### src/icache_pkg.sv
`default_nettype none

package icache_pkg;

    // byte address as seen on the cpu and memory ports
    typedef logic [31:0] addr_t;

    // one instruction word
    typedef logic [31:0] word_t;

    // refill sequencing
    // fetch covers address issue and data return while write is the single array update cycle
    typedef enum logic [1:0] {
        REFILL_IDLE  = 2'd0,
        REFILL_FETCH = 2'd1,
        REFILL_WRITE = 2'd2
    } refill_state_e;

    // default geometry of 64 sets with 16-byte lines
    localparam int DEFAULT_INDEX_WIDTH = 6;

    // 4 words per line
    localparam int DEFAULT_OFFSET_WIDTH = 4;

    // two ways per set
    localparam int DEFAULT_WAY_NUM = 2;

endpackage

`default_nettype wire

### src/icache_refill_ctrl.sv
`timescale 1ns/100ps
`default_nettype none

module icache_refill_ctrl #(
    parameter int INDEX_WIDTH  = 6,
    parameter int OFFSET_WIDTH = 4
) (
    input  logic                                clk,
    input  logic                                rst,
    input  logic                                miss,
    input  icache_pkg::addr_t                   instr_addr_1,
    input  logic                                mem_addr_ok,
    input  logic                                mem_data_ok,
    input  icache_pkg::word_t                   mem_read_data,
    output logic                                mem_req,
    output icache_pkg::addr_t                   mem_read_addr,
    output logic [(2**(OFFSET_WIDTH-2))*32-1:0] fill_line,
    output logic                                fill_valid
);

    localparam int TAG_WIDTH      = 32 - INDEX_WIDTH - OFFSET_WIDTH;
    localparam int TAG_LSB        = INDEX_WIDTH + OFFSET_WIDTH;
    localparam int LINE_WORDS     = 2 ** (OFFSET_WIDTH - 2);
    localparam int WORD_SEL_WIDTH = OFFSET_WIDTH - 2;

    localparam logic [WORD_SEL_WIDTH-1:0] LAST_WORD = WORD_SEL_WIDTH'(LINE_WORDS - 1);

    icache_pkg::refill_state_e state_q;
    icache_pkg::refill_state_e state_d;

    // address count carries one extra bit that flags all beats issued
    logic [WORD_SEL_WIDTH:0]   addr_cnt_q;
    logic [WORD_SEL_WIDTH-1:0] data_cnt_q;
    logic                      addr_done;
    logic                      fetching;
    logic                      data_beat;

    logic [TAG_WIDTH-1:0]   miss_tag;
    logic [INDEX_WIDTH-1:0] miss_index;
    icache_pkg::addr_t      line_base;
    icache_pkg::addr_t      beat_offset;

    assign fetching   = (state_q == icache_pkg::REFILL_FETCH);
    assign addr_done  = addr_cnt_q[WORD_SEL_WIDTH];
    assign data_beat  = fetching && mem_data_ok;
    assign fill_valid = (state_q == icache_pkg::REFILL_WRITE);

    always_comb begin
        state_d = state_q;
        case (state_q)
            icache_pkg::REFILL_IDLE: begin
                if (miss) begin
                    state_d = icache_pkg::REFILL_FETCH;
                end
            end
            icache_pkg::REFILL_FETCH: begin
                // data returns in order, so the last count means the line is complete
                if (mem_data_ok && (data_cnt_q == LAST_WORD)) begin
                    state_d = icache_pkg::REFILL_WRITE;
                end
            end
            icache_pkg::REFILL_WRITE: begin
                state_d = icache_pkg::REFILL_IDLE;
            end
            default: begin
                state_d = icache_pkg::REFILL_IDLE;
            end
        endcase
    end

    always_ff @(posedge clk) begin
        if (rst) begin
            state_q    <= icache_pkg::REFILL_IDLE;
            addr_cnt_q <= '0;
            data_cnt_q <= '0;
        end else begin
            state_q <= state_d;
            if (state_q == icache_pkg::REFILL_IDLE) begin
                addr_cnt_q <= '0;
                data_cnt_q <= '0;
            end else begin
                if (mem_req && mem_addr_ok) begin
                    addr_cnt_q <= addr_cnt_q + 1'b1;
                end
                if (data_beat) begin
                    data_cnt_q <= data_cnt_q + 1'b1;
                end
            end
        end
    end

    // assemble the line word by word
    always_ff @(posedge clk) begin
        if (data_beat) begin
            fill_line[data_cnt_q * 32 +: 32] <= mem_read_data;
        end
    end

    // the cpu holds instr_addr_1 during the miss, so the address stays stable under stalls
    assign miss_tag    = instr_addr_1[31:TAG_LSB];
    assign miss_index  = instr_addr_1[TAG_LSB-1:OFFSET_WIDTH];
    assign line_base   = {miss_tag, miss_index, {OFFSET_WIDTH{1'b0}}};
    assign beat_offset = {{(32 - OFFSET_WIDTH){1'b0}}, addr_cnt_q[WORD_SEL_WIDTH-1:0], 2'b00};

    assign mem_req       = fetching && !addr_done;
    assign mem_read_addr = line_base + beat_offset;

endmodule

`default_nettype wire

### config.mk
export PLATFORM = sky130hd
export DESIGN_NAME = icache_refill_ctrl
export DESIGN_NICKNAME = d
export VERILOG_FILES = /design/src/icache_pkg.sv /design/src/icache_refill_ctrl.sv
export SDC_FILE = /design/constraint.sdc
export NUM_CORES = 1
export LEC_CHECK = 0
export ABC_AREA = 1
export BUFFER_PORTS_ARGS = -buffer_cell sky130_fd_sc_hd__buf_4
export CORE_MARGIN = 2
export CORE_UTILIZATION = 40
export DETAILED_ROUTE_END_ITERATION = 10
export PLACE_DENSITY = 0.69
export SYNTH_ARGS = -nofsm -noshare
export SYNTH_HDL_FRONTEND = slang
export SYNTH_SLANG_ARGS = --single-unit
### constraint.sdc
create_clock -name clk -period 2.87 [get_ports clk]
set_input_delay 0.574 -clock clk [delete_from_list [all_inputs] [get_ports clk]]
set_output_delay 0.574 -clock clk [all_outputs]
set_load 0.005 [all_outputs]
Yosys cells after proc, flatten, opt, wreduce, memory -nomap -nowiden
Index checks and enable logic that the tools add are counted.
Cells by class
  magnitude comparators: 0
  add/subtract/negate cells: 4
  divide/modulo/power cells: 0
  equality and inequality tests: 5
  $mul: 0
  shift operators: 2
  reductions and logical operators: 8
  muxes and demuxes: 4
  bitwise operators: 0
Operators by type and width (count)
  $bwmux 128: 1
  $shift 32x34->128 const A: 1
  $shiftx 32x34->128: 1
  $neg 7->34: 1
  $add 32x4->32: 1
  $eq 2x2->1 const B: 2
  $logic_and 1x1->1: 4
  $mux 2: 2
  $pmux 2 s2: 1
  $add 3x1->3 const B: 1
  $add 2x1->2 const B: 1
  $eq 2x1->1 const B: 1
  $logic_not 2->1: 1
  $ne 2x1->1 const B: 1
  $ne 2x2->1 const B: 1
  $reduce_and 2->1: 1
  $reduce_or 2->1: 1
  $logic_not 1->1: 1
Storage, ports and cells
  register bits after elaboration: 135
  output and inout bits: 162
  word-level logic and storage cells: 27
  latch bits: 0
  input port bits: 69
  bits in writable memories: 0
  ROM bits: 0
  memories: 0

Logic depth before layout (Yosys ltp)
  depth in word-level cells: 4
  depth in mapped cells: 8
  mapped depth without buffers: 6

Least setup slack after synthesis
Ideal clock, no wire load.
  path type: register -> register
  start: register, netlist name data_cnt_q[0]
  end: register fill_line[0] (enable)
  data required time: 2.449 ns
  library setup time: 0.421 ns
  arrival: 2.178 ns
  buffers on the path: 1
  period minus slack after synthesis: 2.599 ns
  setup slack: 0.271 ns
  cell stages (with the launch flop): 6
  cell sequence: dfxtp_1 buf_6 clkinv_4 ha_1 inv_1 nor2_1
RTL lines
  end signal, assigned by index: line icache_refill_ctrl.sv:95  | fill_line[data_cnt_q * 32 +: 32] <= mem_read_data;
  end, declared: line icache_refill_ctrl.sv:17  | output logic [(2**(OFFSET_WIDTH-2))*32-1:0] fill_line,

Worst setup path after layout
  start: register data_cnt_q[1]
  end: register fill_line[31] (data pin)
Between the ends
  longest elaborated chain between the ends: 3
  elaborated cells on any way between the ends: 4
  those cells by class: add/sub: 1; shift: 2; mux: 1
RTL lines
  start, declared: line icache_refill_ctrl.sv:33  | logic [WORD_SEL_WIDTH-1:0] data_cnt_q;
  start signal, assigned: line icache_refill_ctrl.sv:86  | data_cnt_q <= data_cnt_q + 1'b1;
  $neg 7->34 *: line icache_refill_ctrl.sv:95
  $shiftx 32x34->128 / $shift 32x34->128 (equally long branches): line icache_refill_ctrl.sv:95
  $bwmux 128 *: line icache_refill_ctrl.sv:95
Every way passes the cells marked *; elsewhere a longest branch is shown, timed or not.
A chain may end at the register's enable or synchronous reset.

==> impl_metrics.yaml <==
run_status:
  status: "finished clean"
sta:
  period_share_pct: 73.98
  slew_viol_final: 0
  fmax_ghz: 0.4710
  rsz0062_at_grt: "no"
  final_hold_viol_count: 0
  setup_tns_ps: 0
  period_needed_ps: 2123
  fin_ws_ps: 746.7
  finalSetupViolCount: 0
  worst_pin_slew_ps: 755.4
  worst_clock_skew_ps: 7.950
  slew_headroom_pct: 49.46
synth:
  yosys.area_share.adder_pct: 1.349
  synth_edf_count: 128
  synthDominantCellAreaShare_pct: 69.08
  synth_warnings: 0
  synthArstFlopShare_pct: 0
  synth_mux_area_share_pct: 0
  synth.ff_latch_count: 135
  synthXorXnorAreaFrac_pct: 0
  syn_area_per_cell_um2: 12.53
  ys.flop_type: "edfxtp_1"
  synth_area_mm2: 0.005564
  synth_commonest_cells: "edfxtp_1, nor2_1, nor3_1"
  synth.most_common_cell: "edfxtp_1"
  yosys-top-cells-area: "edfxtp_1, nor3_1, nor2_1, buf_4, inv_1"
  yosysTopAreaCell: "edfxtp_1"
  ys_types: 22
  yosysSeqAreaShare_pct: 71.60
  synth_simple_gate_area_share_pct: 15.72
  synth_cells: 444
  synth_top_family_by_area: "simple AND/OR/NAND/NOR gates"
  synth_compound_area_share_pct: 0.4497
worst_setup_path:
  critical_path_class: "reg -> reg"
  cp_slowest_stage_delay_ps: 570
  crit_slowest_cell: "nand2_2"
  crit_family: "simple AND/OR/NAND/NOR gates"
  r2r_cells: 4
  crit_fanout: 32
  crit_cells: 4
  crit_chain: "inv_1 -> ha_1 -> nand2_2 -> nor3_1"
  crit_buf_inv: 1
  crit_arrival_ps: 2340
  start_kind: "flop"
  endpoint_kind: "flop"
  worstPathRequired_ps: 3090
pwr:
  clock_power_share_pct: 49.4
  p_per_area_mw_per_mm2: 641.1
  p_seq_share_pct: 46.1
  switching_share_pct: 20.80
  pwr-share-comb_pct: 4.6
  p_leak_nw: 3.004
  peakVddDrop_v: 0.0002621
  switching_power_w: 0.0009828
  intPower_w: 0.003742
clock_network:
  postCtsSetupRepairBufs: 0
  clk_pin_slew_ps: 60
  hold_buffers: 0
  cts.sinks: 135
  post_cts_resized: 0
  htreeDepth: 4
  cts_tree: "yes"
  clk-insertion-delay-late_ps: 410
  cts_buffers: 17
  cts_root_buffer: "clkbuf_16"
  clockBufferDepth: 2
routing:
  route.detailed.drc: 0
  drtPass1Iterations: 4
  ant_nets: 0
  vias: 3874
  wl_per_cell_um: 18.84
  drt_iter0_markers: 312
  via_per_inst: 4.979
  wl_um: 14660
grt:
  gr-usage-all-layers_pct: 19.93
  antenna_found_initial: 0
  first_global_vias: 3779
  overflow: 0
  grt_max_degree: 36
  grt_pass1_wl_um: 21270
cells_and_area:
  final_cells: 778
  diodes: 0
  nNetsFinal: 660
  fill_cells: 1135
  finish.utilization_pct: 53.72
  layout-drive-gt1-share_pct: 37.46
  area_growth_pct: 32.45
placed_design:
  gp_congestion: 0.9164
  io_buffers: 168
  dpl.hpwl_um: 10080
  place_inst: 746
  pre_cts_ws_ps: 743.3
floorplan:
  die_area_mm2: 0.01487
  die_h_um: 121.9
  die_w_um: 121.9
  ios: 231
  num_rows: 43
  start_util_pct: 40.56
  coreArea_mm2: 0.01372
worst_hold_path:
  hold_depth: 2
  min_path_type: "in -> reg"
run:
  cap_violations: 0
[metrics by stage]
| step | cell area [µm²] | total power, W | hold slack [ps] |
|---|---|---|---|
| after detailed placement | 6734 | 0.002438 | 502.2 |
| after floorplan | 5568 | 0.002351 | 482.5 |
| after global routing | 7370 | 0.004855 | 324.1 |
| after global placement | 6734 | 0.002432 | 517.4 |
| final | 7370 | 0.004724 | 339.6 |
| after CTS | 7370 | 0.004763 | 319.8 |
[metal layers]
layer  wire (µm)  vias to the layer above  GRT usage, %
met2        7550                      216         34.25
met1        5388                     1839         23.17
met3        1176                       65         4.260
li1            -                     1754             -
met4         539                        0         11.14
met5           0                        -             0
[worst reg2reg max path: cells and delay by family (launching register included)]
kind	cells	cell delay [ps]
flops	1	340
simple gates	2	1000
buf+inv	1	100
fa+ha+maj	1	500
[cell families (layout without fill, tap and decap cells)]
kind of cell,count (synthesis),after routing
other cells,1,2
flops,135,135
simple gates,195,195
fa+ha+maj,6,6
compound gates,5,5
buf+inv,102,255
[cell type report]
class	instances	area, µm²	share of cell area, %
repair buffers	174	1319	17.89
clock inverters	14	196.4	2.666
multi-input cells	208	1012	13.74
clock buffers	18	439.2	5.959
flip-flops and latches	135	3984	54.06
inverters	49	193.9	2.632
well taps	180	225.2	3.056
[layout by cell type (no fill, tap or decap), drive strengths merged]
| master | count |
|---|---|
| nor3 | 65 |
| nand2 | 37 |
| bufinv | 4 |
| clkinvlp | 3 |
| buf | 174 |
| nor2 | 81 |
| o21ai | 2 |
| inv | 52 |
| edfxtp | 128 |
| ha | 6 |
| a21oi | 3 |
| conb | 2 |
| nand4 | 3 |
| clkbuf | 18 |
| clkinv | 4 |
| dfxtp | 7 |
| nand3 | 9 |
[flip-flops by register name, indices dropped and copies added (netlist names)]
register	cells
data_cnt_q	2
addr_cnt_q	3
state_q	2
fill_line	128
[power groups by stage]
stage / sequential, W / combinational [W] / clock [W]
finish: 0.00218 / 0.000215 / 0.00233
global route: 0.00218 / 0.000235 / 0.00244
CTS: 0.00218 / 0.000220 / 0.00237
detailed placement: 0.00222 / 0.000220 / 0
global placement: 0.00222 / 0.000215 / 0
floorplan: 0.00222 / 0.000133 / 0
[worst paths after layout]
path                  from  slack, ps            end
max          data_cnt_q[1]        750  fill_line[31]
min                    rst        340     state_q[0]
max reg2reg  data_cnt_q[1]        750  fill_line[31]
min reg2reg  addr_cnt_q[1]        510  addr_cnt_q[1]
(Power assumes the default switching activity.)
