==> src/icache_victim_select.sv <==
`timescale 1ns/100ps
`default_nettype none

module icache_victim_select #(
    parameter int INDEX_WIDTH = 6,
    parameter int WAY_NUM     = 2
) (
    input  logic                   clk,
    input  logic                   rst,
    input  logic [INDEX_WIDTH-1:0] index,
    input  logic                   fill_valid,
    output logic [WAY_NUM-1:0]     fill_way_en
);

    localparam int SET_NUM   = 2 ** INDEX_WIDTH;
    localparam int PTR_WIDTH = (WAY_NUM > 1) ? $clog2(WAY_NUM) : 1;

    // next way to replace, one pointer per set
    logic [SET_NUM-1:0][PTR_WIDTH-1:0] ptr_q;
    logic [PTR_WIDTH-1:0]              cur_ptr;

    assign cur_ptr = ptr_q[index];

    always_comb begin
        for (int w = 0; w < WAY_NUM; w++) begin
            fill_way_en[w] = fill_valid && (cur_ptr == PTR_WIDTH'(w));
        end
    end

    // advance at the edge that writes the line
    always_ff @(posedge clk) begin
        if (rst) begin
            ptr_q <= '0;
        end else if (fill_valid) begin
            if (cur_ptr == PTR_WIDTH'(WAY_NUM - 1)) begin
                ptr_q[index] <= '0;
            end else begin
                ptr_q[index] <= cur_ptr + 1'b1;
            end
        end
    end

endmodule

`default_nettype wire

==> config.mk <==
export PLATFORM = sky130hd
export DESIGN_NAME = icache_victim_select
export DESIGN_NICKNAME = d
export VERILOG_FILES = /design/src/icache_victim_select.sv
export SDC_FILE = /design/constraint.sdc
export NUM_CORES = 1
export LEC_CHECK = 0
export BUFFER_PORTS_ARGS = -buffer_cell sky130_fd_sc_hd__buf_2
export CORE_MARGIN = 5
export CORE_UTILIZATION = 25
export CTS_CLUSTER_SIZE = 24
export DETAILED_ROUTE_END_ITERATION = 7
export GPL_ROUTABILITY_DRIVEN = 1
export PLACE_DENSITY_LB_ADDON = 0.25
export REMOVE_ABC_BUFFERS = 1
export SETUP_SLACK_MARGIN = 0.3
export SYNTH_ARGS = -nofsm -noshare
export SYNTH_HDL_FRONTEND = slang
export SYNTH_SLANG_ARGS = --single-unit
==> constraint.sdc <==
create_clock -name clk -period 2.09 [get_ports clk]
set_input_delay 0.1045 -clock clk [delete_from_list [all_inputs] [get_ports clk]]
set_output_delay 0.1045 -clock clk [all_outputs]
set_load 0.02 [all_outputs]
# == Word-level counts from Yosys, hierarchy flattened ==
# Index checks and enable logic that the tools add are counted.
# op_classes
mul,0
n_addsub,1
n_lt_le_gt_ge,2
n_mux,6
bitwise,3
reduce_logical,3
shift,0
eq_ne,0
div,0
# op_table
operator,count
64-bit AND,1
64-bit bitwise mux,1
64-bit 2-to-1 mux,1
64-bit NOT,1
"6-bit by 7-bit < comparator with 1-bit output, second input constant",1
1-bit binary-select mux with 6-bit select,1
1-bit demux with 6-bit select,1
"6-bit by 1-bit >= comparator with 1-bit output, second input constant",1
1-bit logical AND,3
1-bit 2-to-1 mux,2
"1-bit adder, second input constant",1
1-bit NOT,1
# totals
rom_bits,0
mem_bits_rw,0
elab_cells,79
register_bits,64
latchBits,0
memories,0

# == Logic depth before layout (Yosys ltp) ==
# Gate-level depths: netlist of run 1.
# depth
ltp_word,7
ltp_mapped,9
mapped_depth_nobuf,6

# == Worst setup path after synthesis of run 1 ==
# No wires, ideal clock.
# synth_timing
path_kind,input to output
start,input port index[0]
end,output port fill_way_en[0]
cell_stages,8
path_slack_ps,256
n_path_buf,2
t_arrival_ps,1729
path_cell_list,buf_6 > and2b_4 > buf_6 > a221o_1 > a21oi_4 > o22ai_2 > nor4_2 > and2_1
# synth_via
elab_chain_len,4
# synth_rtl
element,line_no,text
start: declaration,10,"input logic [INDEX_WIDTH-1:0] index,"
1-bit binary-select mux with 6-bit select,22,assign cur_ptr = ptr_q[index];
1-bit 2-to-1 mux (not written as such),22,
1-bit NOT,26,fill_way_en[w] = fill_valid && (cur_ptr == PTR_WIDTH'(w));
1-bit logical AND,26,
end: declaration,12,output logic [WAY_NUM-1:0] fill_way_en
# Every way passes these cells. The select of a mux whose other input is x is not followed.

# == Worst setup path in the final report of run 1 ==
# layout_timing
start,register ptr_q[14] (netlist bit)
end,output port fill_way_en[0]
# layout_via
elab_chain_len,4
# layout_rtl
element,line_no,text
start: declaration,19,logic [SET_NUM-1:0][PTR_WIDTH-1:0] ptr_q;
start signal: indexed assignment,38,ptr_q[index] <= cur_ptr + 1'b1;
1-bit binary-select mux with 6-bit select,22,
1-bit 2-to-1 mux (not written as such),22,
1-bit NOT,26,
1-bit logical AND,26,
# Every way passes these cells. The select of a mux whose other input is x is not followed.

==> results of run 1 <==
## how the worst min path moves through the flow
| stage | startpoint | end | slack (ns) | cells after the start |
|---|---|---|---|---|
| after floorplan | rst | ptr_q[16] | 0.17 | 1 |
| after global placement | ptr_q[2] | ptr_q[2] | 0.45 | 2 |
| after detailed placement | ptr_q[2] | ptr_q[2] | 0.46 | 2 |
| after CTS | rst | ptr_q[47] | 0.27 | 2 |
| after global routing | rst | ptr_q[48] | 0.32 | 2 |
| final | rst | ptr_q[55] | 0.27 | 2 |
## per-stage QoR
step | power [W] | instances
4_1_cts | 0.00304 | 608
2_1_floorplan | 0.00139 | 362
5_1_grt | 0.00313 | 608
3_5_place_dp | 0.00157 | 593
3_3_place_gp | 0.00157 | 593
6_report | 0.00302 | 608
## metal layers
metal	wire, um	track usage [%]
met1	5150	20.8
met2	5180	23.9
met3	638	3.54
met4	230	5.13
met5	0	0
## cell type report
| type | count | area, sq um |
|---|---|---|
| Clock buffer | 11 | 243 |
| Clock inverter | 4 | 45.0 |
| Fill cell | 1337 | 8600 |
| Inverter | 5 | 18.8 |
| Multi-Input combinational cell | 293 | 1800 |
| Sequential cell | 64 | 1280 |
| Tap cell | 172 | 215 |
| Timing Repair Buffer | 59 | 467 |
## logic make-up (layout without fill, tap and decap cells)
kind of cell / count (synthesis) / in the layout
buffers and inverters: 36 / 79
AND/OR/NAND/NOR: 135 / 135
multiplexers: 14 / 14
AO/OA/AOI/OAI: 144 / 144
flip-flops: 64 / 64
## Yosys cell counts, drive strengths merged
cell | instances | area, sq um
clkbuf | 10 | 37.5
nor4 | 1 | 12.5
a311o | 2 | 20.0
mux4 | 4 | 90.1
and2b | 2 | 20.0
o22ai | 5 | 37.5
o311ai | 2 | 17.5
or2 | 3 | 18.8
mux2i | 8 | 80.1
a311oi | 1 | 8.76
inv | 5 | 18.8
o221a | 2 | 22.5
or3 | 1 | 6.26
nand3 | 62 | 310
a211oi | 8 | 60.1
and3 | 1 | 6.26
nand2 | 19 | 71.3
a221o | 2 | 21.3
a21oi | 55 | 287
mux2 | 2 | 22.5
o21ai | 52 | 260
nor3b | 1 | 7.51
nor2b | 2 | 12.5
or3b | 2 | 17.5
and3b | 4 | 35.0
nor2 | 30 | 113
and2 | 3 | 18.8
buf | 21 | 151
a2bb2oi | 2 | 41.3
nor3 | 3 | 15.0
dfxtp | 64 | 1280
nand3b | 1 | 7.51
o311a | 1 | 10.0
o22a | 2 | 17.5
a221oi | 10 | 93.8
## worst max-delay path: stages (launching register included)
cell     delay [ns]
dfxtp_1        0.32
mux4_2         0.47
mux2i_2        0.22
o22ai_2        0.12
nor4_4         0.34
and2_1         0.18
buf_6          0.12
## repair_timing
item,CTS,global route
pin swaps,2,1
endpoints found under the hold margin,0,0
endpoints found under the setup margin,2,9
resized for setup,7,6
## power breakdown
group,leakage [nW],internal [W],total [W],switching [W]
combinational,0.711,0.000123,0.000329,0.000205
clock,0.145,0.000941,0.00146,0.000522
sequential,0.517,0.00123,0.00123,0.00000382
## cells in the final DEF (no fill, tap or decap), types with 4 or more instances in the layout
master      n
a211oi_1    8
a21oi_1    53
a221oi_1    9
and3b_1     4
buf_2       7
buf_4      47
clkbuf_16   9
dfxtp_1    62
inv_1       5
mux2i_1     6
mux4_2      4
nand2_1    19
nand3_1    62
nor2_1     30
o21ai_0    52
==> results.toml, run 1 <==
[timing]
tns_ns = -0.166
period_needed_ns = 2.20
hold_ws_ns = 0.272
slew_headroom_pct = 36.4
tightest_slew_ns = 0.953
fin_worst_skew_ns = 0.00760
period_share_pct = 105
setup_viol = 2
finalMaxSlewViolations = 0
finalHoldViolations = 0
max_clock_freq_ghz = 0.455
rsz0062_at_grt = "yes"
setup_ws_ns = -0.110

[place]
routabilityCongestion = 0.903
numPortBuffers = 10
placedInstanceArea_sq_um = 3730
pre_cts_slack_ns = -0.0750
dp_hpwl_um = 7830

[synth]
synth_cells = 393
synthSimpleGateAreaFrac_pct = 20.7
synth_top_family_by_area = "compound AO/OA/AOI/OAI gates"
muxShareOfSynthArea_pct = 5.93
synth-xor-area-share_pct = 0
ys_ff_latch = 64
synth_cell_type_count = 46
synthAdderAreaFrac_pct = 0
avgSynthCellArea_sq_um = 8.27
synth_compound_area_share_pct = 27.6
synth-warning-count = 0
seq_area_frac_synth_pct = 39.4
syn-cell-area_sq_um = 3250

[critical_path]
crit_fanout = 2
setup.worst_path.end = "fill_way_en[0]"
reg2reg_depth = 6
startpoint_type = "flop"
r2r-start = "ptr_q[1]"
critical_path_class = "flop to output pin"
crit_required_ns = 1.99
r2r_end = "ptr_q[29]"
end_kind = "output pin"
crit_start = "ptr_q[14]"
reg2reg_slack_ns = 0.45
cp.arrival_ns = 2.10

[power_and_ir_drop]
p_leak_nw = 1.37
p_per_area_nw_per_um2 = 743
peakVddDrop_mv = 0.361

[floorplanning]
dieArea_sq_um = 15400
die_y_um = 124
core_sq_um = 12700
row_count = 41
initial_core_util_pct = 25.7
num_io_pins = 11
fp.dieW_um = 124

[global_route]
grt_max_degree = 38
track_usage_pct = 15.3
first_global_vias = 3143
grt-ovfl-total = 0
antenna_found_initial = 0
grt_pass1_wl_um = 17700

[flow_run]
cap_violations = 0

[route]
ant_nets = 0
drtIter0Drc = 413
wl_per_cell_um = 18.4
drtPass1Iterations = 5
wirelength_um = 11200
avgViaCountPerCell = 5.34
drc_errors = 0
vias = 3245

[cells_and_area]
area_growth_pct = 25.3
largest_reg_flops = 64
layout.nets = 441
diodes = 0
post-route-util_pct = 32.1
drive_gt1_share_pct = 23.4
final_area_sq_um = 4070
regMostFlops = "ptr_q"
largest_registers = "ptr_q: 64 flops"

[cts]
cts_hold_buf = 0
post_cts_buffers = 0
cts_tree = "built"
clk_pin_slew_ns = 0.05
clock-sinks = 64
h-tree-depth = 3
clockBufferDepth = 2
cts_buffers = 9
clockRootBuffer = "clkbuf_16"
clkLatencyLatePin_ns = 0.33

[status]
violations = "negative setup slack"
status = "finished with violations"

[min_path]
min_path_type = "input port to flop"
Note: power is estimated with default switching activity, not from simulation.
==> inputs of run 2 (changes only) <==
ABC_AREA = 1   (was unset)
CORE_UTILIZATION = 60   (was 25)
==> results.toml, run 2 <==
[min_path]
min_from = "fill_valid"
min_path_type = "input port to flop"

[synth]
ys_ff_latch = 64
synth-warning-count = 0
synth_common_cells = "nand2_1, nor2_1, o21ai_0"
async_flop_share_pct = 0
synth_cells = 498
ys.flop_type = "dfxtp_1"
synth_top_area_share_pct = 33.3
ys_top_cells_by_area = "dfxtp_1, a21oi_4, nand2_1"
synth-edff-count = 0
avgSynthCellArea_sq_um = 7.74
synth_most_common_cell = "nand2_1"
synth_top_area_cell = "dfxtp_1"
syn-cell-area_sq_um = 3850
seq_area_frac_synth_pct = 33.3
synth_cell_type_count = 22

[cells_and_area]
largest_registers = "ptr_q: 64 flops"
regMostFlops = "ptr_q"
area_growth_pct = 13.9
final_common_cell = "nand2_1"
seq_area_sq_um = 1280
drive_gt1_share_pct = 23.3
largest_reg_flops = 64
diodes = 0
fillers = 533
multi_input_area_sq_um = 2260
layout.nets = 533
final_cell_mix = "nand2_1, nor2_1, o21ai_0, dfxtp_1, a21oi_4"

[timing]
slew_headroom_pct = 63.1
max_clock_freq_ghz = 0.558
period_share_pct = 85.8
rsz0062_at_grt = "yes"
finalHoldViolations = 0
finalMaxSlewViolations = 0
period_needed_ns = 1.79
tns_ns = 0
tightest_slew_ns = 0.554
fin_worst_skew_ns = 0.00650
hold_ws_ns = 0.290
setup_viol = 0

[power_and_ir_drop]
peakVddDrop_mv = 0.430
combPwrFrac_pct = 12.3
switchingPower_w = 0.000727
switching_share_pct = 26.3
p_seq_share_pct = 44.5
clkPwrFrac_pct = 43.2
p_per_area_nw_per_um2 = 631
power.internal_w = 0.00204
p_leak_nw = 1.70

[floorplanning]
num_io_pins = 11
die_y_um = 90.1
core_sq_um = 6310
row_count = 29
fp.dieW_um = 90.1
dieArea_sq_um = 8120
initial_core_util_pct = 61.0

[cts]
clk_pin_slew_ns = 0.07
cts_hold_buf = 0
clock-sinks = 64
clkLatencyLatePin_ns = 0.35
h-tree-depth = 3
clockRootBuffer = "clkbuf_8"
cts_buffers = 9
clockBufferDepth = 2
cts_tree = "built"

[route]
avgViaCountPerCell = 5.75
ant_nets = 0
drtIter0Drc = 271
drtPass1Iterations = 5
wl_per_cell_um = 15.7
vias = 3483
wirelength_um = 9530
drc_errors = 0

[critical_path]
startpoint_type = "flop"
crit_required_ns = 1.99
end_kind = "output pin"
crit_start = "ptr_q[42]"
r2r-start = "ptr_q[42]"
cp.arrival_ns = 1.69
critical_path_class = "flop to output pin"
crit_fanout = 2

[global_route]
track_usage_pct = 23.9
grt_pass1_wl_um = 15900
grt-ovfl-total = 0
grt_max_degree = 65
first_global_vias = 3333
antenna_found_initial = 0

[place]
numPortBuffers = 10
dp_hpwl_um = 6080
routabilityCongestion = 0.862

[status]
status = "finished clean"

[flow_run]
cap_violations = 0
-- run 2: cell types whose count changed in the layout (fill, tap and decap cells not counted), sizes merged, moves of 10 or more --
cell    change
nand2     +108
nand3      -49
nor2       +47
inv        +34
buf        -22
o21ai      +17
a21oi      +10
a221oi     -10
-- run 2: metal layers --
metal,part of all wire [%],track usage (%),vias up
li1,-,-,1670
met1,44,32.2,1661
met2,47,36.0,127
met3,5.8,4.67,25
met4,2.7,12.4,0
met5,0,0,-
-- run 2: path summary, 6_finish.rpt --
path | endpoint | slack, ns | cells past startpoint
worst min-delay path | ptr_q[57] | 0.29 | 4
worst min register to register | ptr_q[57] | 0.55 | 2
worst max register to register | ptr_q[10] | 0.34 | 10
worst max-delay path | fill_way_en[0] | 0.30 | 9
-- run 2: final cells by class --
type                    count  share of cell area, %
multi-input cells         371                   51.6
flip-flops and latches     64                   29.3
repair buffers             38                   8.58
inverters                  40                   3.48
clock buffers              13                   3.39
well taps                  77                   2.19
clock inverters             3                   1.48
-- run 2: what timing repair did --
item | in CTS | in global routing
gates cloned | 0 | 3
gates resized for setup | 7 | 20
pin swaps | 3 | 4
buffers inserted | 1 | 0
endpoints found under the setup margin | 2 | 37
-- run 2: kinds of logic (layout without fill, tap and decap cells) --
group,count (synthesis),in the layout,synth area share (%)
AND/OR/NAND/NOR,232,232,24.0
AO/OA/AOI/OAI,139,139,33.1
flip-flops,64,64,33.3
buffers and inverters,63,94,9.61
-- run 2: through the flow --
stage	total power (W)	instances	setup WS [ns]	util (%)	instance area, sq um
after floorplan	0.00144	475	-2.50	-	3630
after global placement	0.00155	586	0.248	63.6	4020
after detailed placement	0.00155	586	0.208	63.6	4020
after CTS	0.00274	603	0.304	67.5	4260
after global routing	0.00288	606	0.209	69.5	4390
final	0.00277	606	0.297	69.5	4390
-- run 2: power groups by stage --
stage | clock (W) | combinational [W] | sequential (W)
after floorplan | 0 | 0.000177 | 0.00126
after global placement | 0 | 0.000291 | 0.00126
after detailed placement | 0 | 0.000294 | 0.00126
after CTS | 0.00120 | 0.000303 | 0.00123
after global routing | 0.00128 | 0.000364 | 0.00123
final | 0.00120 | 0.000340 | 0.00123
-- run 2: worst max-delay path: stages (launching register included) --
cell and delay, ns:
dfxtp_1 0.30, or2_1 0.22, nand3_1 0.07, nand2_1 0.07
o21ai_1 0.18, nand2_2 0.09, nor2_4 0.12, nand2_4 0.07
nor2_4 0.09, buf_6 0.12
==> inputs of run 3 (changes only) <==
CAP_MARGIN = 15   (was unset)
CTS_BUF_LIST = sky130_fd_sc_hd__clkbuf_8   (was unset)
==> results.toml, run 3 (synthesis results as in run 2) <==
[status]
status = "finished clean"

[cells_and_area]
drive_gt1_share_pct = 23.3
diodes = 0
regMostFlops = "ptr_q"
final_area_sq_um = 4390
largest_registers = "ptr_q: 64 flops"
largest_reg_flops = 64
final_cell_mix = "nand2_1, nor2_1, o21ai_0, dfxtp_1, a21oi_4"
final_common_cell = "nand2_1"
layout.nets = 533
area_growth_pct = 13.9

[power_and_ir_drop]
p_per_area_nw_per_um2 = 628
peakVddDrop_mv = 0.433
p_leak_nw = 1.71

[timing]
finalMaxSlewViolations = 0
setup_viol = 0
max_clock_freq_ghz = 0.557
slew_headroom_pct = 63.4
setup_ws_ns = 0.296
rsz0062_at_grt = "yes"
finalHoldViolations = 0
period_needed_ns = 1.79
period_share_pct = 85.9
tightest_slew_ns = 0.549
fin_worst_skew_ns = 0.00639

[route]
avgViaCountPerCell = 5.74
wl_per_cell_um = 15.7
drc_errors = 0
drtPass1Iterations = 7
drtIter0Drc = 270
wirelength_um = 9500
ant_nets = 0
vias = 3478

[place]
dp_hpwl_um = 6080
pre_cts_slack_ns = 0.208
routabilityCongestion = 0.862
numPortBuffers = 10
placedInstanceArea_sq_um = 4020

[global_route]
grt_pass1_wl_um = 15900
antenna_found_initial = 0
first_global_vias = 3333
track_usage_pct = 23.9
grt_max_degree = 65
grt-ovfl-total = 0

[cts]
h-tree-depth = 3
clockRootBuffer = "clkbuf_8"
cts_tree = "built"
clockBufferDepth = 2
clock-sinks = 64
cts_buffers = 9
clkLatencyLatePin_ns = 0.35
clk_pin_slew_ns = 0.07
cts_hold_buf = 0

[flow_run]
cap_violations = 0

[floorplanning]
initial_core_util_pct = 61.0
fp.dieW_um = 90.1
die_y_um = 90.1
core_sq_um = 6310
row_count = 29
num_io_pins = 11
dieArea_sq_um = 8120

[critical_path]
critical_path_class = "flop to output pin"
cp.arrival_ns = 1.69
startpoint_type = "flop"
crit_fanout = 2
end_kind = "output pin"
crit_required_ns = 1.99

[min_path]
min_path_type = "input port to flop"
## run 3: final cells by class
type	instances	area [sq um]
Clock inverter	6	76.3
Sequential cell	64	1280
Inverter	40	153
Clock buffer	10	138
Timing Repair Buffer	38	377
Multi-Input combinational cell	371	2260
Tap cell	77	96.3
Fill cell	533	1920
## run 3: repair_timing
action / 4_1_cts / 5_1_grt
setup endpoints to repair: 2 / 37
cloned: 0 / 3
gates resized for setup: 7 / 20
pin swaps: 3 / 4
buffers inserted: 1 / 0
## run 3: layer usage
metal	global-route usage [%]	part of all wire (%)	routed length [um]	up-vias
li1	-	-	-	1669
met4	12.4	2.9	272	0
met2	36.0	47	4450	130
met1	32.2	43	4130	1650
met5	0	0	0	-
met3	4.67	6.7	641	29
## run 3: path summary, 6_finish.rpt
| kind | from | endpoint | slack, ns | depth (start not counted) |
|---|---|---|---|---|
| hold / removal | fill_valid | ptr_q[57] | 0.29 | 4 |
| setup / recovery | ptr_q[42] | fill_way_en[0] | 0.30 | 9 |
| hold reg to reg | ptr_q[57] | ptr_q[57] | 0.55 | 2 |
| setup reg to reg | ptr_q[42] | ptr_q[10] | 0.34 | 10 |
## run 3: where the power goes
part | switching (W) | leakage, nW | total, W | internal [W]
logic | 0.000230 | 1.08 | 0.000339 | 0.000109
clock network | 0.000497 | 0.120 | 0.00119 | 0.000690
registers | 0.00000470 | 0.517 | 0.00123 | 0.00123
total | 0.000732 | 1.71 | 0.00276 | 0.00203
## run 3: worst max-delay path, cell delays in order (launching register included)
cell	delay (ns)
dfxtp_1	0.30
or2_1	0.21
nand3_1	0.07
nand2_1	0.07
o21ai_1	0.18
nand2_2	0.09
nor2_4	0.12
nand2_4	0.07
nor2_4	0.09
buf_6	0.12
## run 3: metrics by stage
step / total power, W / utilization, % / TNS, ns / cells / hold slack, ns
final: 0.00276 / 69.5 / 0 / 606 / 0.290
after global routing: 0.00286 / 69.5 / 0 / 606 / 0.330
after CTS: 0.00272 / 67.5 / 0 / 603 / 0.286
after detailed placement: 0.00155 / 63.6 / 0 / 586 / 0.536
after global placement: 0.00155 / 63.6 / 0 / 586 / 0.520
after floorplan: 0.00144 / - / -127.84 / 475 / 0.295
