$ cat src/icache_pkg.sv
`default_nettype none

package icache_pkg;

    // byte address as seen on the cpu and memory ports
    typedef logic [31:0] addr_t;

    // one instruction word
    typedef logic [31:0] word_t;

    // refill sequencing
    // fetch covers address issue and data return while write is the single array update cycle
    typedef enum logic [1:0] {
        REFILL_IDLE  = 2'd0,
        REFILL_FETCH = 2'd1,
        REFILL_WRITE = 2'd2
    } refill_state_e;

    // default geometry of 64 sets with 16-byte lines
    localparam int DEFAULT_INDEX_WIDTH = 6;

    // 4 words per line
    localparam int DEFAULT_OFFSET_WIDTH = 4;

    // two ways per set
    localparam int DEFAULT_WAY_NUM = 2;

endpackage

`default_nettype wire

$ cat src/icache_hit_select.sv
`timescale 1ns/100ps
`default_nettype none

module icache_hit_select #(
    parameter int INDEX_WIDTH  = 6,
    parameter int OFFSET_WIDTH = 4,
    parameter int WAY_NUM      = 2
) (
    input  logic                                      cpu_req_1,
    input  logic                                      cpu_req_2,
    input  icache_pkg::addr_t                         instr_addr_1,
    input  icache_pkg::addr_t                         instr_addr_2,
    input  logic [WAY_NUM-1:0]                        way_hit,
    input  logic [WAY_NUM*(2**(OFFSET_WIDTH-2))*32-1:0] way_lines,
    output logic                                      miss,
    output logic                                      cpu_addr_ok,
    output logic                                      cpu_data_ok,
    output logic                                      second_data_ok,
    output icache_pkg::word_t                         instr_rdata_1,
    output icache_pkg::word_t                         instr_rdata_2
);

    localparam int TAG_WIDTH      = 32 - INDEX_WIDTH - OFFSET_WIDTH;
    localparam int TAG_LSB        = INDEX_WIDTH + OFFSET_WIDTH;
    localparam int LINE_WORDS     = 2 ** (OFFSET_WIDTH - 2);
    localparam int LINE_BITS      = LINE_WORDS * 32;
    localparam int WORD_SEL_WIDTH = OFFSET_WIDTH - 2;
    localparam int SEL_WIDTH      = (WAY_NUM > 1) ? $clog2(WAY_NUM) : 1;

    logic                      hit;
    logic [SEL_WIDTH-1:0]      hit_way;
    logic [LINE_BITS-1:0]      hit_line;
    logic [WORD_SEL_WIDTH-1:0] offset_1;
    logic [WORD_SEL_WIDTH-1:0] offset_2;
    logic [TAG_WIDTH-1:0]      tag_1;
    logic [TAG_WIDTH-1:0]      tag_2;
    logic                      same_line;
    icache_pkg::word_t         word_1;
    icache_pkg::word_t         word_2;

    assign hit = |way_hit;

    // at most one way hits, so OR-ing the way numbers gives its number
    always_comb begin
        hit_way = '0;
        for (int w = 0; w < WAY_NUM; w++) begin
            if (way_hit[w]) begin
                hit_way |= SEL_WIDTH'(w);
            end
        end
    end

    assign hit_line = way_lines[hit_way * LINE_BITS +: LINE_BITS];

    assign offset_1 = instr_addr_1[OFFSET_WIDTH-1:2];
    assign offset_2 = instr_addr_2[OFFSET_WIDTH-1:2];
    assign word_1   = hit_line[offset_1 * 32 +: 32];
    assign word_2   = hit_line[offset_2 * 32 +: 32];

    // slot 2 shares the line only if tag and index both match
    assign tag_1     = instr_addr_1[31:TAG_LSB];
    assign tag_2     = instr_addr_2[31:TAG_LSB];
    assign same_line = (tag_1 == tag_2) &&
                       (instr_addr_1[TAG_LSB-1:OFFSET_WIDTH] == instr_addr_2[TAG_LSB-1:OFFSET_WIDTH]);

    assign miss           = cpu_req_1 && !hit;
    assign cpu_addr_ok    = cpu_req_1 && hit;
    assign cpu_data_ok    = cpu_req_1 && hit;
    assign second_data_ok = cpu_data_ok && cpu_req_2 && same_line;

    assign instr_rdata_1 = word_1;
    assign instr_rdata_2 = second_data_ok ? word_2 : '0;

endmodule

`default_nettype wire

$ cat config.mk
export PLATFORM = sky130hd
export DESIGN_NAME = icache_hit_select
export DESIGN_NICKNAME = d
export VERILOG_FILES = /design/src/icache_pkg.sv /design/src/icache_hit_select.sv
export SDC_FILE = /design/constraint.sdc
export NUM_CORES = 1
export LEC_CHECK = 0
export CAP_MARGIN = 20
export CORE_AREA = 2 2 152 154
export DETAILED_ROUTE_END_ITERATION = 7
export DIE_AREA = 0 0 154 156
export DONT_BUFFER_PORTS = 1
export GPL_ROUTABILITY_DRIVEN = 0
export PLACE_DENSITY = 0.36
export SYNTH_ARGS = -nofsm -noshare
export SYNTH_HDL_FRONTEND = slang
export SYNTH_SLANG_ARGS = --single-unit
$ cat constraint.sdc
create_clock -name vclk -period 3.05
set_input_delay 0.61 -clock vclk [all_inputs]
set_output_delay 0.61 -clock vclk [all_outputs]
set_load 0.02 [all_outputs]
# Word level (Yosys, flattened, before mapping)
# Cells that the tools add are included.
# Widths: inputs -> output; s select.
# totals
register_bits	0
output_inout_bits	68
word_cells	14
# op_classes
eq_ne	2
shift	3
muxes	2
reduce_logical	7
# ops
cell	count
$shiftx 128x8->32	2
$shiftx 256x9->128	1
$mux 32	1
$eq 22x22->1	1
$eq 6x6->1	1
$logic_and 1x1->1	5
$reduce_or 2->1	1
$logic_not 1->1	1
$mux 1	1

# Longest topological paths before layout
# Gate-level depths: netlist of the first run.
# depth
word_depth	5
mapped_depth	7

# Worst setup path before layout of the first run
# Ideal clock, no wire load.
# synth_path
path_kind	input port to output port
startpoint	input way_hit[1]
endpoint	output instr_rdata_2[12]
t_arrival_ps	2474
path_slack_ps	-34
cell_stages	7
path_cell_list	buf_2 -> o21a_1 -> nand3_1 -> or4_1 -> buf_6 -> buf_6 -> nor4_1
# synth_between
elab_chain_cells	5
word_cells_on_any_way	8
# synth_rtl
element	line_no	source
start: declaration	icache_hit_select.sv:13	input logic [WAY_NUM-1:0] way_hit,
$reduce_or 2->1	icache_hit_select.sv:41	assign hit = |way_hit;
$logic_and 1x1->1	--	
via cpu_addr_ok	icache_hit_select.sv:16	output logic cpu_addr_ok,
$logic_and 1x1->1 (2 in series)	icache_hit_select.sv:69	assign second_data_ok = cpu_data_ok && cpu_req_2 && same_line;
$mux 32	icache_hit_select.sv:72	assign instr_rdata_2 = second_data_ok ? word_2 : '0;
end: declaration	icache_hit_select.sv:20	output icache_pkg::word_t instr_rdata_2
# The timed path passes the listed nets, and every way through them passes these cells.

# Worst setup path in the final report of the first run
# layout_path
startpoint	input instr_addr_2[30]
endpoint	output instr_rdata_2[21]
# layout_between
elab_chain_cells	4
# layout_rtl
element	line_no	source
start: declaration	icache_hit_select.sv:12	input icache_pkg::addr_t instr_addr_2,
$eq 22x22->1	icache_hit_select.sv:63	assign same_line = (tag_1 == tag_2) &&
$logic_and 1x1->1	icache_hit_select.sv:63	
$logic_and 1x1->1	icache_hit_select.sv:69	
$mux 32	icache_hit_select.sv:72	
# No other way between the ends.

==> tab_implementation.tex, run 1 <==
\begin{tabular}{lr}
\hline
Metric & Value \\
\hline
\multicolumn{2}{l}{\textbf{Status}} \\
Result of the run & completed \\
\multicolumn{2}{l}{\textbf{STA}} \\
Number of failing hold endpoints at the final stage & 0 \\
Achievable clock frequency & 334.8 MHz \\
Actual slew at the worst max-slew pin & 790.9 ps \\
Total negative slack & 0 ps \\
Final critical path time including I/O delays and setup & 2987 ps \\
Post-route clock period utilization & 97.93\% \\
Final Max Slew Viols & 0 \\
Setup repair after global routing missed its margin & yes \\
Hold WS & 1304 ps \\
Number of failing setup endpoints in the final timing report & 0 \\
Slew Limit Headroom & 47.19\% \\
\multicolumn{2}{l}{\textbf{Floorplan}} \\
Core area & 22370 sq um \\
Die boundary width & 154 um \\
DIE AREA & 24020 sq um \\
Effective utilization at floorplan & 19.51\% \\
Number of top-level design ports & 392 \\
Die span in y & 156 um \\
Rows & 55 \\
\multicolumn{2}{l}{\textbf{Route}} \\
Average wire per cell in the routed design & 27.48 um \\
Remaining routing DRC violations & 0 \\
Via count & 3447 \\
Violation count after the first detailed-route iteration & 187 \\
Total routed wirelength & 16160 um \\
Per-cell via count in the routed design & 5.862 \\
Number of antenna-violating nets in the routed design & 0 \\
Detailed-routing iteration count for the pre-antenna-repair pass & 4 \\
\multicolumn{2}{l}{\textbf{Clock network}} \\
Number of hold buffers added after cts & 0 \\
\multicolumn{2}{l}{\textbf{Synthesis}} \\
Top cell types by occurrence after synthesis & 128 x sky130\_fd\_sc\_hd\_\_mux4\_2, 32 x sky130\_fd\_sc\_hd\_\_mux2\_2, 32 x sky130\_fd\_sc\_hd\_\_mux2i\_1 \\
Synthesized area & 4363 sq um \\
Cells after synthesis & 314 \\
Synthesized Nets & 638 \\
Distinct cell type count of the synthesized netlist & 20 \\
Cell accounting for the most synthesized area & sky130\_fd\_sc\_hd\_\_mux4\_2 \\
Share of the yosys chip area belonging to registers & 0\% \\
YS warnings & 0 \\
Synthesized area per cell & 13.89 sq um \\
Fraction of synthesized cell area taken by the top area cell type & 66.07\% \\
Largest cells by area after synthesis & sky130\_fd\_sc\_hd\_\_mux4\_2 66\%, sky130\_fd\_sc\_hd\_\_mux2\_2 8.3\%, sky130\_fd\_sc\_hd\_\_mux2i\_1 7.3\%, sky130\_fd\_sc\_hd\_\_xnor2\_1 5.2\%, sky130\_fd\_sc\_hd\_\_nor4\_1 4.2\% \\
Most common cell in the netlist & sky130\_fd\_sc\_hd\_\_mux4\_2 \\
\multicolumn{2}{l}{\textbf{Power and ir drop}} \\
Power per cell area & 121.5 nW/um\^{}2 \\
Leakage power of the design & 1.425 nW \\
Worst vdd rail ir drop & 41.22 uV \\
Power Total & 0.5913 mW \\
\multicolumn{2}{l}{\textbf{Finish}} \\
Finished Cell Area & 4868 sq um \\
Number of fillers in the final layout & 2410 \\
Number of sequential storage elements & 0 \\
Nets & 629 \\
Clock buffer cells & 0 \\
Share of final-layout standard cells stronger than drive strength 1 & 71.29\% \\
Layout overhead on the synthesized area & 11.59\% \\
Storage cell area & 0 sq um \\
Number of diodes & 0 \\
\multicolumn{2}{l}{\textbf{Worst setup path}} \\
Worst setup path category & in -> out \\
Maximum net fanout on the critical path & 20 \\
Required time at the worst-slack endpoint & 2440 ps \\
Worst setup SP type & input port \\
Arrival @ worst endpoint & 2380 ps \\
Nature of the critical path endpoint & primary output \\
\multicolumn{2}{l}{\textbf{GRT}} \\
Vias in the first global route & 4004 \\
Total routing resource utilization after global routing & 12.46\% \\
First-pass GRT wire length & 23730 um \\
Grt total ovfl & 0 \\
Initial antenna violation count & 0 \\
Largest net degree at the start of global routing & 131 \\
\multicolumn{2}{l}{\textbf{Job}} \\
Max Cap Viol & 0 \\
\multicolumn{2}{l}{\textbf{Placed design}} \\
Placed standard-cell area & 4830 sq um \\
DPL Wire Length & 13010 um \\
Port bufs & 0 \\
\multicolumn{2}{l}{\textbf{Min path}} \\
Worst min-delay path class & in -> out \\
\hline
\end{tabular}
==> worst max-delay path, stage by stage <==
cell,delay (ps)
sky130_fd_sc_hd__xnor2_1,130
sky130_fd_sc_hd__nand4_1,100
sky130_fd_sc_hd__or4_2,730
sky130_fd_sc_hd__buf_6,220
sky130_fd_sc_hd__nor4_1,360
sky130_fd_sc_hd__buf_4,210
==> metrics by stage <==
step,utilization [%],cells,worst slack [ps]
6_report,21.77,588,63.26
5_1_grt,21.77,588,-32.81
4_1_cts,21.59,588,31.46
3_5_place_dp,21.59,588,31.16
3_3_place_gp,21.59,588,35.60
2_1_floorplan,-,314,-33.94
==> metal layers <==
layer | vias to the layer above | global-route usage (%) | wire, um
li1 | 1405 | - | -
met1 | 1785 | 14.34 | 5541
met2 | 239 | 23.75 | 8740
met3 | 18 | 2.806 | 1577
met4 | 0 | 2.270 | 301
met5 | - | 0 | 0
==> final cells by class <==
type	instances	area (sq um)	share of cell area, %
timing repair buffer	38	305.3	6.271
tap	285	356.6	7.325
multi-input combinational	265	4207	86.40
==> layout by cell type (no fill, tap or decap) <==
master / n
sky130_fd_sc_hd__buf_6: 2
sky130_fd_sc_hd__buf_12: 1
sky130_fd_sc_hd__nor4_1: 18
sky130_fd_sc_hd__mux2i_1: 32
sky130_fd_sc_hd__o21a_1: 1
sky130_fd_sc_hd__buf_4: 35
sky130_fd_sc_hd__or4_2: 2
sky130_fd_sc_hd__nand4_1: 6
sky130_fd_sc_hd__nor3b_1: 1
sky130_fd_sc_hd__nand2_1: 1
sky130_fd_sc_hd__nand3_1: 1
sky130_fd_sc_hd__xor2_4: 1
sky130_fd_sc_hd__nor4_2: 14
sky130_fd_sc_hd__xnor2_2: 1
sky130_fd_sc_hd__nor3_1: 1
sky130_fd_sc_hd__mux4_2: 128
sky130_fd_sc_hd__mux2_2: 32
sky130_fd_sc_hd__xnor2_1: 26
==> cells by family after synthesis <==
logic type | after synthesis | share of synthesized area [%]
buf+inv | 49 | 5.649
mux | 192 | 81.67
simple gates | 44 | 6.710
xor+xnor | 28 | 5.793
compound gates | 1 | 0.1721
==> where the power goes <==
| part | total, mW | internal (mW) | switching, mW | leakage [nW] |
|---|---|---|---|---|
| clock network | 0 | 0 | 0 | 0 |
| logic | 0.591 | 0.378 | 0.214 | 1.43 |
| registers | 0 | 0 | 0 | 0 |
| total | 0.591 | 0.378 | 0.214 | 1.43 |
==> path summary, 6_finish.rpt <==
kind	from	endpoint	slack, ps	cells past startpoint
setup / recovery	instr_addr_2[30]	instr_rdata_2[21]	60	6
hold / removal	way_hit[0]	miss	1300	1
==> timing repair <==
item | 4_1_cts | 5_1_grt
gates resized for setup | 0 | 7
setup buffers | 0 | 0
setup endpoints to repair | 0 | 19
No activity file was read; power rests on OpenSTA's default activity.
==> inputs of run 2 (changes only) <==
--- a/config.mk
+++ b/config.mk
@@ -11,7 +11,7 @@
 export DIE_AREA = 0 0 154 156
 export DONT_BUFFER_PORTS = 1
 export GPL_ROUTABILITY_DRIVEN = 0
-export PLACE_DENSITY = 0.36
+export PLACE_DENSITY_LB_ADDON = 0.08
 export SYNTH_ARGS = -nofsm -noshare
 export SYNTH_HDL_FRONTEND = slang
 export SYNTH_SLANG_ARGS = --single-unit
==> run 2 against run 1 <==
Routed wire length grew 14%; final area grew 0.95%; clock-buffer cell count is the same; cell count is the same; first-iteration DRC count shrank 35%; core utilization grew 0.21 points; sequential share of layout area is the same; non-clock buffer count is the same; combinational power is essentially flat; die area is the same.
==> tab_implementation.tex, run 2 (synthesis results as in run 1) <==
\begin{tabular}{lr}
\hline
Metric & Value \\
\hline
\multicolumn{2}{l}{\textbf{Finish}} \\
Number of fillers in the final layout & 2340 (was 2410) \\
Number of standard cells in the final layout excluding fillers & 588 (unchanged) \\
Core occupancy in the finished layout & 21.97\% (was 21.77\%) \\
Storage cell area & 0 sq um (unchanged) \\
Top library cells by usage in the layout, fill and taps aside & 128 x sky130\_fd\_sc\_hd\_\_mux4\_2, 35 x sky130\_fd\_sc\_hd\_\_buf\_4, 32 x sky130\_fd\_sc\_hd\_\_mux2\_2, 32 x sky130\_fd\_sc\_hd\_\_mux2i\_1, 26 x sky130\_fd\_sc\_hd\_\_xnor2\_1 (unchanged) \\
Number of sequential storage elements & 0 (unchanged) \\
Most frequent standard cell in the layout excluding fill and tap cells & sky130\_fd\_sc\_hd\_\_mux4\_2 (unchanged) \\
Layout overhead on the synthesized area & 12.65\% (was 11.59\%) \\
Clock buffer cells & 0 (unchanged) \\
Number of diodes & 0 (unchanged) \\
Multi-input logic area & 4230 sq um (was 4207 sq um) \\
Share of final-layout standard cells stronger than drive strength 1 & 71.95\% (was 71.29\%) \\
Nets & 629 (unchanged) \\
\multicolumn{2}{l}{\textbf{Floorplan}} \\
Rows & 55 (unchanged) \\
Die boundary width & 154 um (unchanged) \\
Number of top-level design ports & 392 (unchanged) \\
DIE AREA & 24020 sq um (unchanged) \\
Core area & 22370 sq um (unchanged) \\
Die span in y & 156 um (unchanged) \\
Effective utilization at floorplan & 19.51\% (unchanged) \\
\multicolumn{2}{l}{\textbf{Route}} \\
Remaining routing DRC violations & 0 (unchanged) \\
Per-cell via count in the routed design & 5.922 (was 5.862) \\
Detailed-routing iteration count for the pre-antenna-repair pass & 5 (was 4) \\
Average wire per cell in the routed design & 31.32 um (was 27.48 um) \\
Via count & 3482 (was 3447) \\
Total routed wirelength & 18420 um (was 16160 um) \\
Number of antenna-violating nets in the routed design & 0 (unchanged) \\
Violation count after the first detailed-route iteration & 122 (was 187) \\
\multicolumn{2}{l}{\textbf{Power and ir drop}} \\
Worst vdd rail ir drop & 32.79 uV (was 41.22 uV) \\
Leakage power of the design & 1.444 nW (was 1.425 nW) \\
Switching pwr & 0.2127 mW (was 0.2136 mW) \\
Fraction of power spent switching nets & 36.07\% (was 36.13\%) \\
Flop pwr share & 0\% (about the same) \\
Power per cell area & 120.0 nW/um\^{}2 (was 121.5 nW/um\^{}2) \\
Proportion of power drawn by the clock network & 0\% (about the same) \\
Fraction of power consumed by combinational cells & 100.0\% (about the same) \\
Internal power contribution & 0.3769 mW (was 0.3777 mW) \\
\multicolumn{2}{l}{\textbf{Worst setup path}} \\
Nature of the critical path endpoint & primary output (unchanged) \\
Buf+Inv Stages, Crit Path & 2 (unchanged) \\
Cell class contributing the biggest share of worst-path delay & simple AND/OR/NAND/NOR gates (unchanged) \\
Arrival @ worst endpoint & 2310 ps (was 2380 ps) \\
CP max stage cell & sky130\_fd\_sc\_hd\_\_or4\_2 (unchanged) \\
Required time at the worst-slack endpoint & 2440 ps (about the same) \\
Worst setup SP type & input port (unchanged) \\
Maximum net fanout on the critical path & 33 (was 20) \\
Worst path max stage delay & 720 ps (was 730 ps) \\
Worst setup path category & in -> out (unchanged) \\
Cell-by-cell listing of the critical path & xnor2\_1 -> nand4\_1 -> or4\_2 -> buf\_12 -> nor4\_1 -> buf\_4 (was xnor2\_1 -> nand4\_1 -> or4\_2 -> buf\_6 -> nor4\_1 -> buf\_4) \\
\multicolumn{2}{l}{\textbf{GRT}} \\
Initial antenna violation count & 0 (unchanged) \\
Grt total ovfl & 0 (unchanged) \\
Vias in the first global route & 3931 (was 4004) \\
First-pass GRT wire length & 25730 um (was 23730 um) \\
Total routing resource utilization after global routing & 13.97\% (was 12.46\%) \\
Largest net degree at the start of global routing & 131 (unchanged) \\
\multicolumn{2}{l}{\textbf{Min path}} \\
Launch point of the worst hold path & way\_hit[0] (unchanged) \\
Worst Hold Endpoint & miss (unchanged) \\
Depth of the worst hold-timing path & 1 (unchanged) \\
Worst min-delay path class & in -> out (unchanged) \\
\multicolumn{2}{l}{\textbf{Placed design}} \\
Port bufs & 0 (unchanged) \\
DPL Wire Length & 13850 um (was 13010 um) \\
Number of placed cells counting well taps & 587 (was 588) \\
DP Worst Slack & -41.56 ps (was 31.16 ps) \\
\multicolumn{2}{l}{\textbf{Clock network}} \\
Post-CTS setup repair buffer count & 0 (unchanged) \\
\multicolumn{2}{l}{\textbf{STA}} \\
Final setup slack of the worst path & 132.1 ps (was 63.26 ps) \\
Final critical path time including I/O delays and setup & 2918 ps (was 2987 ps) \\
Setup repair after global routing missed its margin & no (was yes) \\
Slew Limit Headroom & 46.22\% (was 47.19\%) \\
Number of failing hold endpoints at the final stage & 0 (unchanged) \\
Post-route clock period utilization & 95.67\% (was 97.93\%) \\
Number of failing setup endpoints in the final timing report & 0 (unchanged) \\
Final Max Slew Viols & 0 (unchanged) \\
Achievable clock frequency & 342.7 MHz (was 334.8 MHz) \\
Actual slew at the worst max-slew pin & 805.0 ps (was 790.9 ps) \\
\multicolumn{2}{l}{\textbf{Status}} \\
Result of the run & completed (unchanged) \\
\multicolumn{2}{l}{\textbf{Job}} \\
Max Cap Viol & 0 (unchanged) \\
\hline
\end{tabular}
==> run 2: changes by cell type in the layout (fill, tap and decap cells not counted), sizes merged <==
cell and change:
clkbuf +1, buf -1
==> run 2: repair_timing <==
| item | 4_1_cts | 5_1_grt |
|---|---|---|
| gates resized for setup | 2 | 7 |
| endpoints found under the setup margin | 2 | 23 |
| hold buffers | 0 | 0 |
| gates cloned | 0 | 1 |
==> run 2: worst max path at each step <==
| stage | start | slack (ps) | cells after the start | to |
|---|---|---|---|---|
| global placement | instr_addr_2[22] | 30 | 6 | instr_rdata_2[17] |
| CTS | instr_addr_2[22] | 0.2 | 6 | instr_rdata_2[6] |
| floorplan | way_hit[1] | -30 | 7 | instr_rdata_2[12] |
| detailed placement | instr_addr_2[22] | -40 | 6 | instr_rdata_2[17] |
| finish | instr_addr_2[8] | 130 | 6 | instr_rdata_2[6] |
| global route | instr_addr_2[8] | 20 | 6 | instr_rdata_2[30] |
==> run 2: final cells by class <==
class              instances  area share, %
well taps                285          7.256
multi-input cells        265          86.07
repair buffers            38          6.670
==> run 2: power groups by stage <==
stage / Clock, mW / Sequential [mW] / Combinational (mW)
after floorplan: 0 / 0 / 0.615
after global placement: 0 / 0 / 0.591
after detailed placement: 0 / 0 / 0.590
after CTS: 0 / 0 / 0.594
after global routing: 0 / 0 / 0.622
final: 0 / 0 / 0.590
==> run 2: layer usage <==
| layer | vias up | share of wire [%] | GRT usage [%] |
|---|---|---|---|
| li1 | 1414 | - | - |
| met1 | 1820 | 33 | 14.59 |
| met2 | 236 | 56 | 28.51 |
| met3 | 12 | 9.5 | 3.806 |
| met4 | 0 | 1.0 | 1.380 |
| met5 | - | 0 | 0 |
==> run 2: stage by stage <==
stage | hold WS [ps] | power [mW] | cell area (sq um) | setup TNS [ps]
final | 1321 | 0.5896 | 4915 | 0
after global routing | 1322 | 0.6221 | 4915 | 0
after CTS | 1324 | 0.5943 | 4847 | 0
after detailed placement | 1324 | 0.5900 | 4835 | -42.51
after global placement | 1327 | 0.5912 | 4835 | 0
after floorplan | 1302 | 0.6149 | 4394 | -699.3
==> inputs of run 3 (changes only) <==
--- a/config.mk
+++ b/config.mk
@@ -12,6 +12,7 @@
 export DONT_BUFFER_PORTS = 1
 export GPL_ROUTABILITY_DRIVEN = 0
 export PLACE_DENSITY_LB_ADDON = 0.08
+export RECOVER_POWER = 50
 export SYNTH_ARGS = -nofsm -noshare
 export SYNTH_HDL_FRONTEND = slang
 export SYNTH_SLANG_ARGS = --single-unit
==> run 3 against run 2 <==
Setup slack improved by 4.4 ps; core utilization barely moved; final area barely moved; critical path depth did not move; combinational power fell by 3%; maximum frequency rose by 0.15%; clock-buffer cell count did not move; cell count did not move; sequential cell count did not move; non-clock buffer count did not move; die area did not move; worst hold slack barely moved; largest power group unchanged; highest routed layer unchanged.
==> tab_implementation.tex, run 3 (synthesis results as in run 1) <==
\begin{tabular}{lr}
\hline
Metric & Value \\
\hline
\multicolumn{2}{l}{\textbf{Worst setup path}} \\
CP max stage cell & sky130\_fd\_sc\_hd\_\_or4\_2 (unchanged) \\
Worst setup SP type & input port (unchanged) \\
Maximum net fanout on the critical path & 33 (unchanged) \\
Cell-by-cell listing of the critical path & xnor2\_1 -> nand4\_1 -> or4\_2 -> buf\_12 -> nor4\_1 -> buf\_4 (unchanged) \\
Cell class contributing the biggest share of worst-path delay & simple AND/OR/NAND/NOR gates (unchanged) \\
Arrival @ worst endpoint & 2300 ps (was 2310 ps) \\
Nature of the critical path endpoint & primary output (unchanged) \\
Buf+Inv Stages, Crit Path & 2 (unchanged) \\
Worst setup path category & in -> out (unchanged) \\
Required time at the worst-slack endpoint & 2440 ps (about the same) \\
Worst path max stage delay & 720 ps (about the same) \\
\multicolumn{2}{l}{\textbf{Finish}} \\
Number of diodes & 0 (unchanged) \\
Nets & 629 (unchanged) \\
Storage cell area & 0 sq um (unchanged) \\
Clock buffer cells & 0 (unchanged) \\
Layout overhead on the synthesized area & 12.56\% (was 12.65\%) \\
Number of sequential storage elements & 0 (unchanged) \\
Number of fillers in the final layout & 2342 (was 2340) \\
Core occupancy in the finished layout & 21.96\% (was 21.97\%) \\
Share of final-layout standard cells stronger than drive strength 1 & 61.39\% (was 71.95\%) \\
Top library cells by usage in the layout, fill and taps aside & 128 x sky130\_fd\_sc\_hd\_\_mux4\_2, 34 x sky130\_fd\_sc\_hd\_\_buf\_4, 32 x sky130\_fd\_sc\_hd\_\_mux2i\_1 (was 128 x sky130\_fd\_sc\_hd\_\_mux4\_2, 35 x sky130\_fd\_sc\_hd\_\_buf\_4, 32 x sky130\_fd\_sc\_hd\_\_mux2\_2, 32 x sky130\_fd\_sc\_hd\_\_mux2i\_1, 26 x sky130\_fd\_sc\_hd\_\_xnor2\_1) \\
Most frequent standard cell in the layout excluding fill and tap cells & sky130\_fd\_sc\_hd\_\_mux4\_2 (unchanged) \\
\multicolumn{2}{l}{\textbf{GRT}} \\
Vias in the first global route & 3931 (unchanged) \\
Grt total ovfl & 0 (unchanged) \\
Largest net degree at the start of global routing & 131 (unchanged) \\
Total routing resource utilization after global routing & 13.97\% (unchanged) \\
Initial antenna violation count & 0 (unchanged) \\
First-pass GRT wire length & 25730 um (unchanged) \\
\multicolumn{2}{l}{\textbf{Status}} \\
Result of the run & completed (unchanged) \\
\multicolumn{2}{l}{\textbf{STA}} \\
Setup repair after global routing missed its margin & no (unchanged) \\
Number of failing hold endpoints at the final stage & 0 (unchanged) \\
Total negative slack & 0 ps (unchanged) \\
Slew Limit Headroom & 46.50\% (was 46.22\%) \\
Number of failing setup endpoints in the final timing report & 0 (unchanged) \\
Actual slew at the worst max-slew pin & 800.7 ps (was 805.0 ps) \\
Final Max Slew Viols & 0 (unchanged) \\
Hold WS & 1320 ps (was 1321 ps) \\
Achievable clock frequency & 343.2 MHz (was 342.7 MHz) \\
Post-route clock period utilization & 95.53\% (was 95.67\%) \\
Final critical path time including I/O delays and setup & 2914 ps (was 2918 ps) \\
\multicolumn{2}{l}{\textbf{Power and ir drop}} \\
Leakage power of the design & 1.444 nW (about the same) \\
Power Total & 0.5739 mW (was 0.5896 mW) \\
Power per cell area & 116.9 nW/um\^{}2 (was 120.0 nW/um\^{}2) \\
Worst vdd rail ir drop & 32.45 uV (was 32.79 uV) \\
\multicolumn{2}{l}{\textbf{Clock network}} \\
Post-CTS setup repair buffer count & 0 (unchanged) \\
\multicolumn{2}{l}{\textbf{Route}} \\
Remaining routing DRC violations & 0 (unchanged) \\
Per-cell via count in the routed design & 5.923 (was 5.922) \\
Total routed wirelength & 18420 um (about the same) \\
Violation count after the first detailed-route iteration & 168 (was 122) \\
Detailed-routing iteration count for the pre-antenna-repair pass & 4 (was 5) \\
Number of antenna-violating nets in the routed design & 0 (unchanged) \\
Average wire per cell in the routed design & 31.33 um (was 31.32 um) \\
Via count & 3483 (was 3482) \\
\multicolumn{2}{l}{\textbf{Floorplan}} \\
Rows & 55 (unchanged) \\
Die span in y & 156 um (unchanged) \\
Core area & 22370 sq um (unchanged) \\
Effective utilization at floorplan & 19.51\% (unchanged) \\
Die boundary width & 154 um (unchanged) \\
DIE AREA & 24020 sq um (unchanged) \\
Number of top-level design ports & 392 (unchanged) \\
\multicolumn{2}{l}{\textbf{Min path}} \\
Worst min-delay path class & in -> out (unchanged) \\
Depth of the worst hold-timing path & 1 (unchanged) \\
Launch point of the worst hold path & way\_hit[0] (unchanged) \\
Worst Hold Endpoint & miss (unchanged) \\
\multicolumn{2}{l}{\textbf{Placed design}} \\
Port bufs & 0 (unchanged) \\
DPL Wire Length & 13850 um (unchanged) \\
\multicolumn{2}{l}{\textbf{Job}} \\
Max Cap Viol & 0 (unchanged) \\
\hline
\end{tabular}
[run 3: changes by cell type in the layout (fill, tap and decap cells not counted)]
| cell | change |
|---|---|
| sky130_fd_sc_hd__mux2_1 | +31 |
| sky130_fd_sc_hd__mux2_2 | -31 |
| sky130_fd_sc_hd__buf_4 | -1 |
| sky130_fd_sc_hd__clkbuf_1 | +1 |
[run 3: timing repair]
item	in CTS	in global routing
gates resized for setup	2	7
hold buffers	0	0
endpoints found under the setup margin	2	23
cloned	0	1
[run 3: layer usage]
metal / up-vias / wire, um / track usage (%)
met5: - / 0 / 0
met4: 0 / 191 / 1.380
met3: 12 / 1737 / 3.806
met2: 230 / 10420 / 28.51
met1: 1831 / 6074 / 14.59
li1: 1410 / - / -
[run 3: area by class of cell]
type	count	area, sq um	share of cell area, %
Multi-Input combinational cell	265	4230	86.14
Timing Repair Buffer	38	324.1	6.599
Tap cell	285	356.6	7.261
[run 3: report_power, final]
part | switching, mW | internal [mW] | total [mW]
Sequential | 0 | 0 | 0
Combinational | 0.212 | 0.362 | 0.574
Clock | 0 | 0 | 0
Total | 0.212 | 0.362 | 0.574
[run 3: worst max path at each step]
stage / to / cells after the start / from
6_report: instr_rdata_2[6] / 6 / instr_addr_2[8]
5_1_grt: instr_rdata_2[30] / 6 / instr_addr_2[8]
4_1_cts: instr_rdata_2[6] / 6 / instr_addr_2[22]
3_5_place_dp: instr_rdata_2[17] / 6 / instr_addr_2[22]
3_3_place_gp: instr_rdata_2[17] / 6 / instr_addr_2[22]
2_1_floorplan: instr_rdata_2[12] / 7 / way_hit[1]
[run 3: metrics by stage]
stage / instances / worst slack (ps) / area (sq um)
2_1_floorplan: 314 / -33.94 / 4394
3_3_place_gp: 587 / 25.91 / 4835
3_5_place_dp: 587 / -41.56 / 4835
4_1_cts: 587 / 0.1716 / 4847
5_1_grt: 588 / 21.32 / 4911
6_report: 588 / 136.4 / 4911
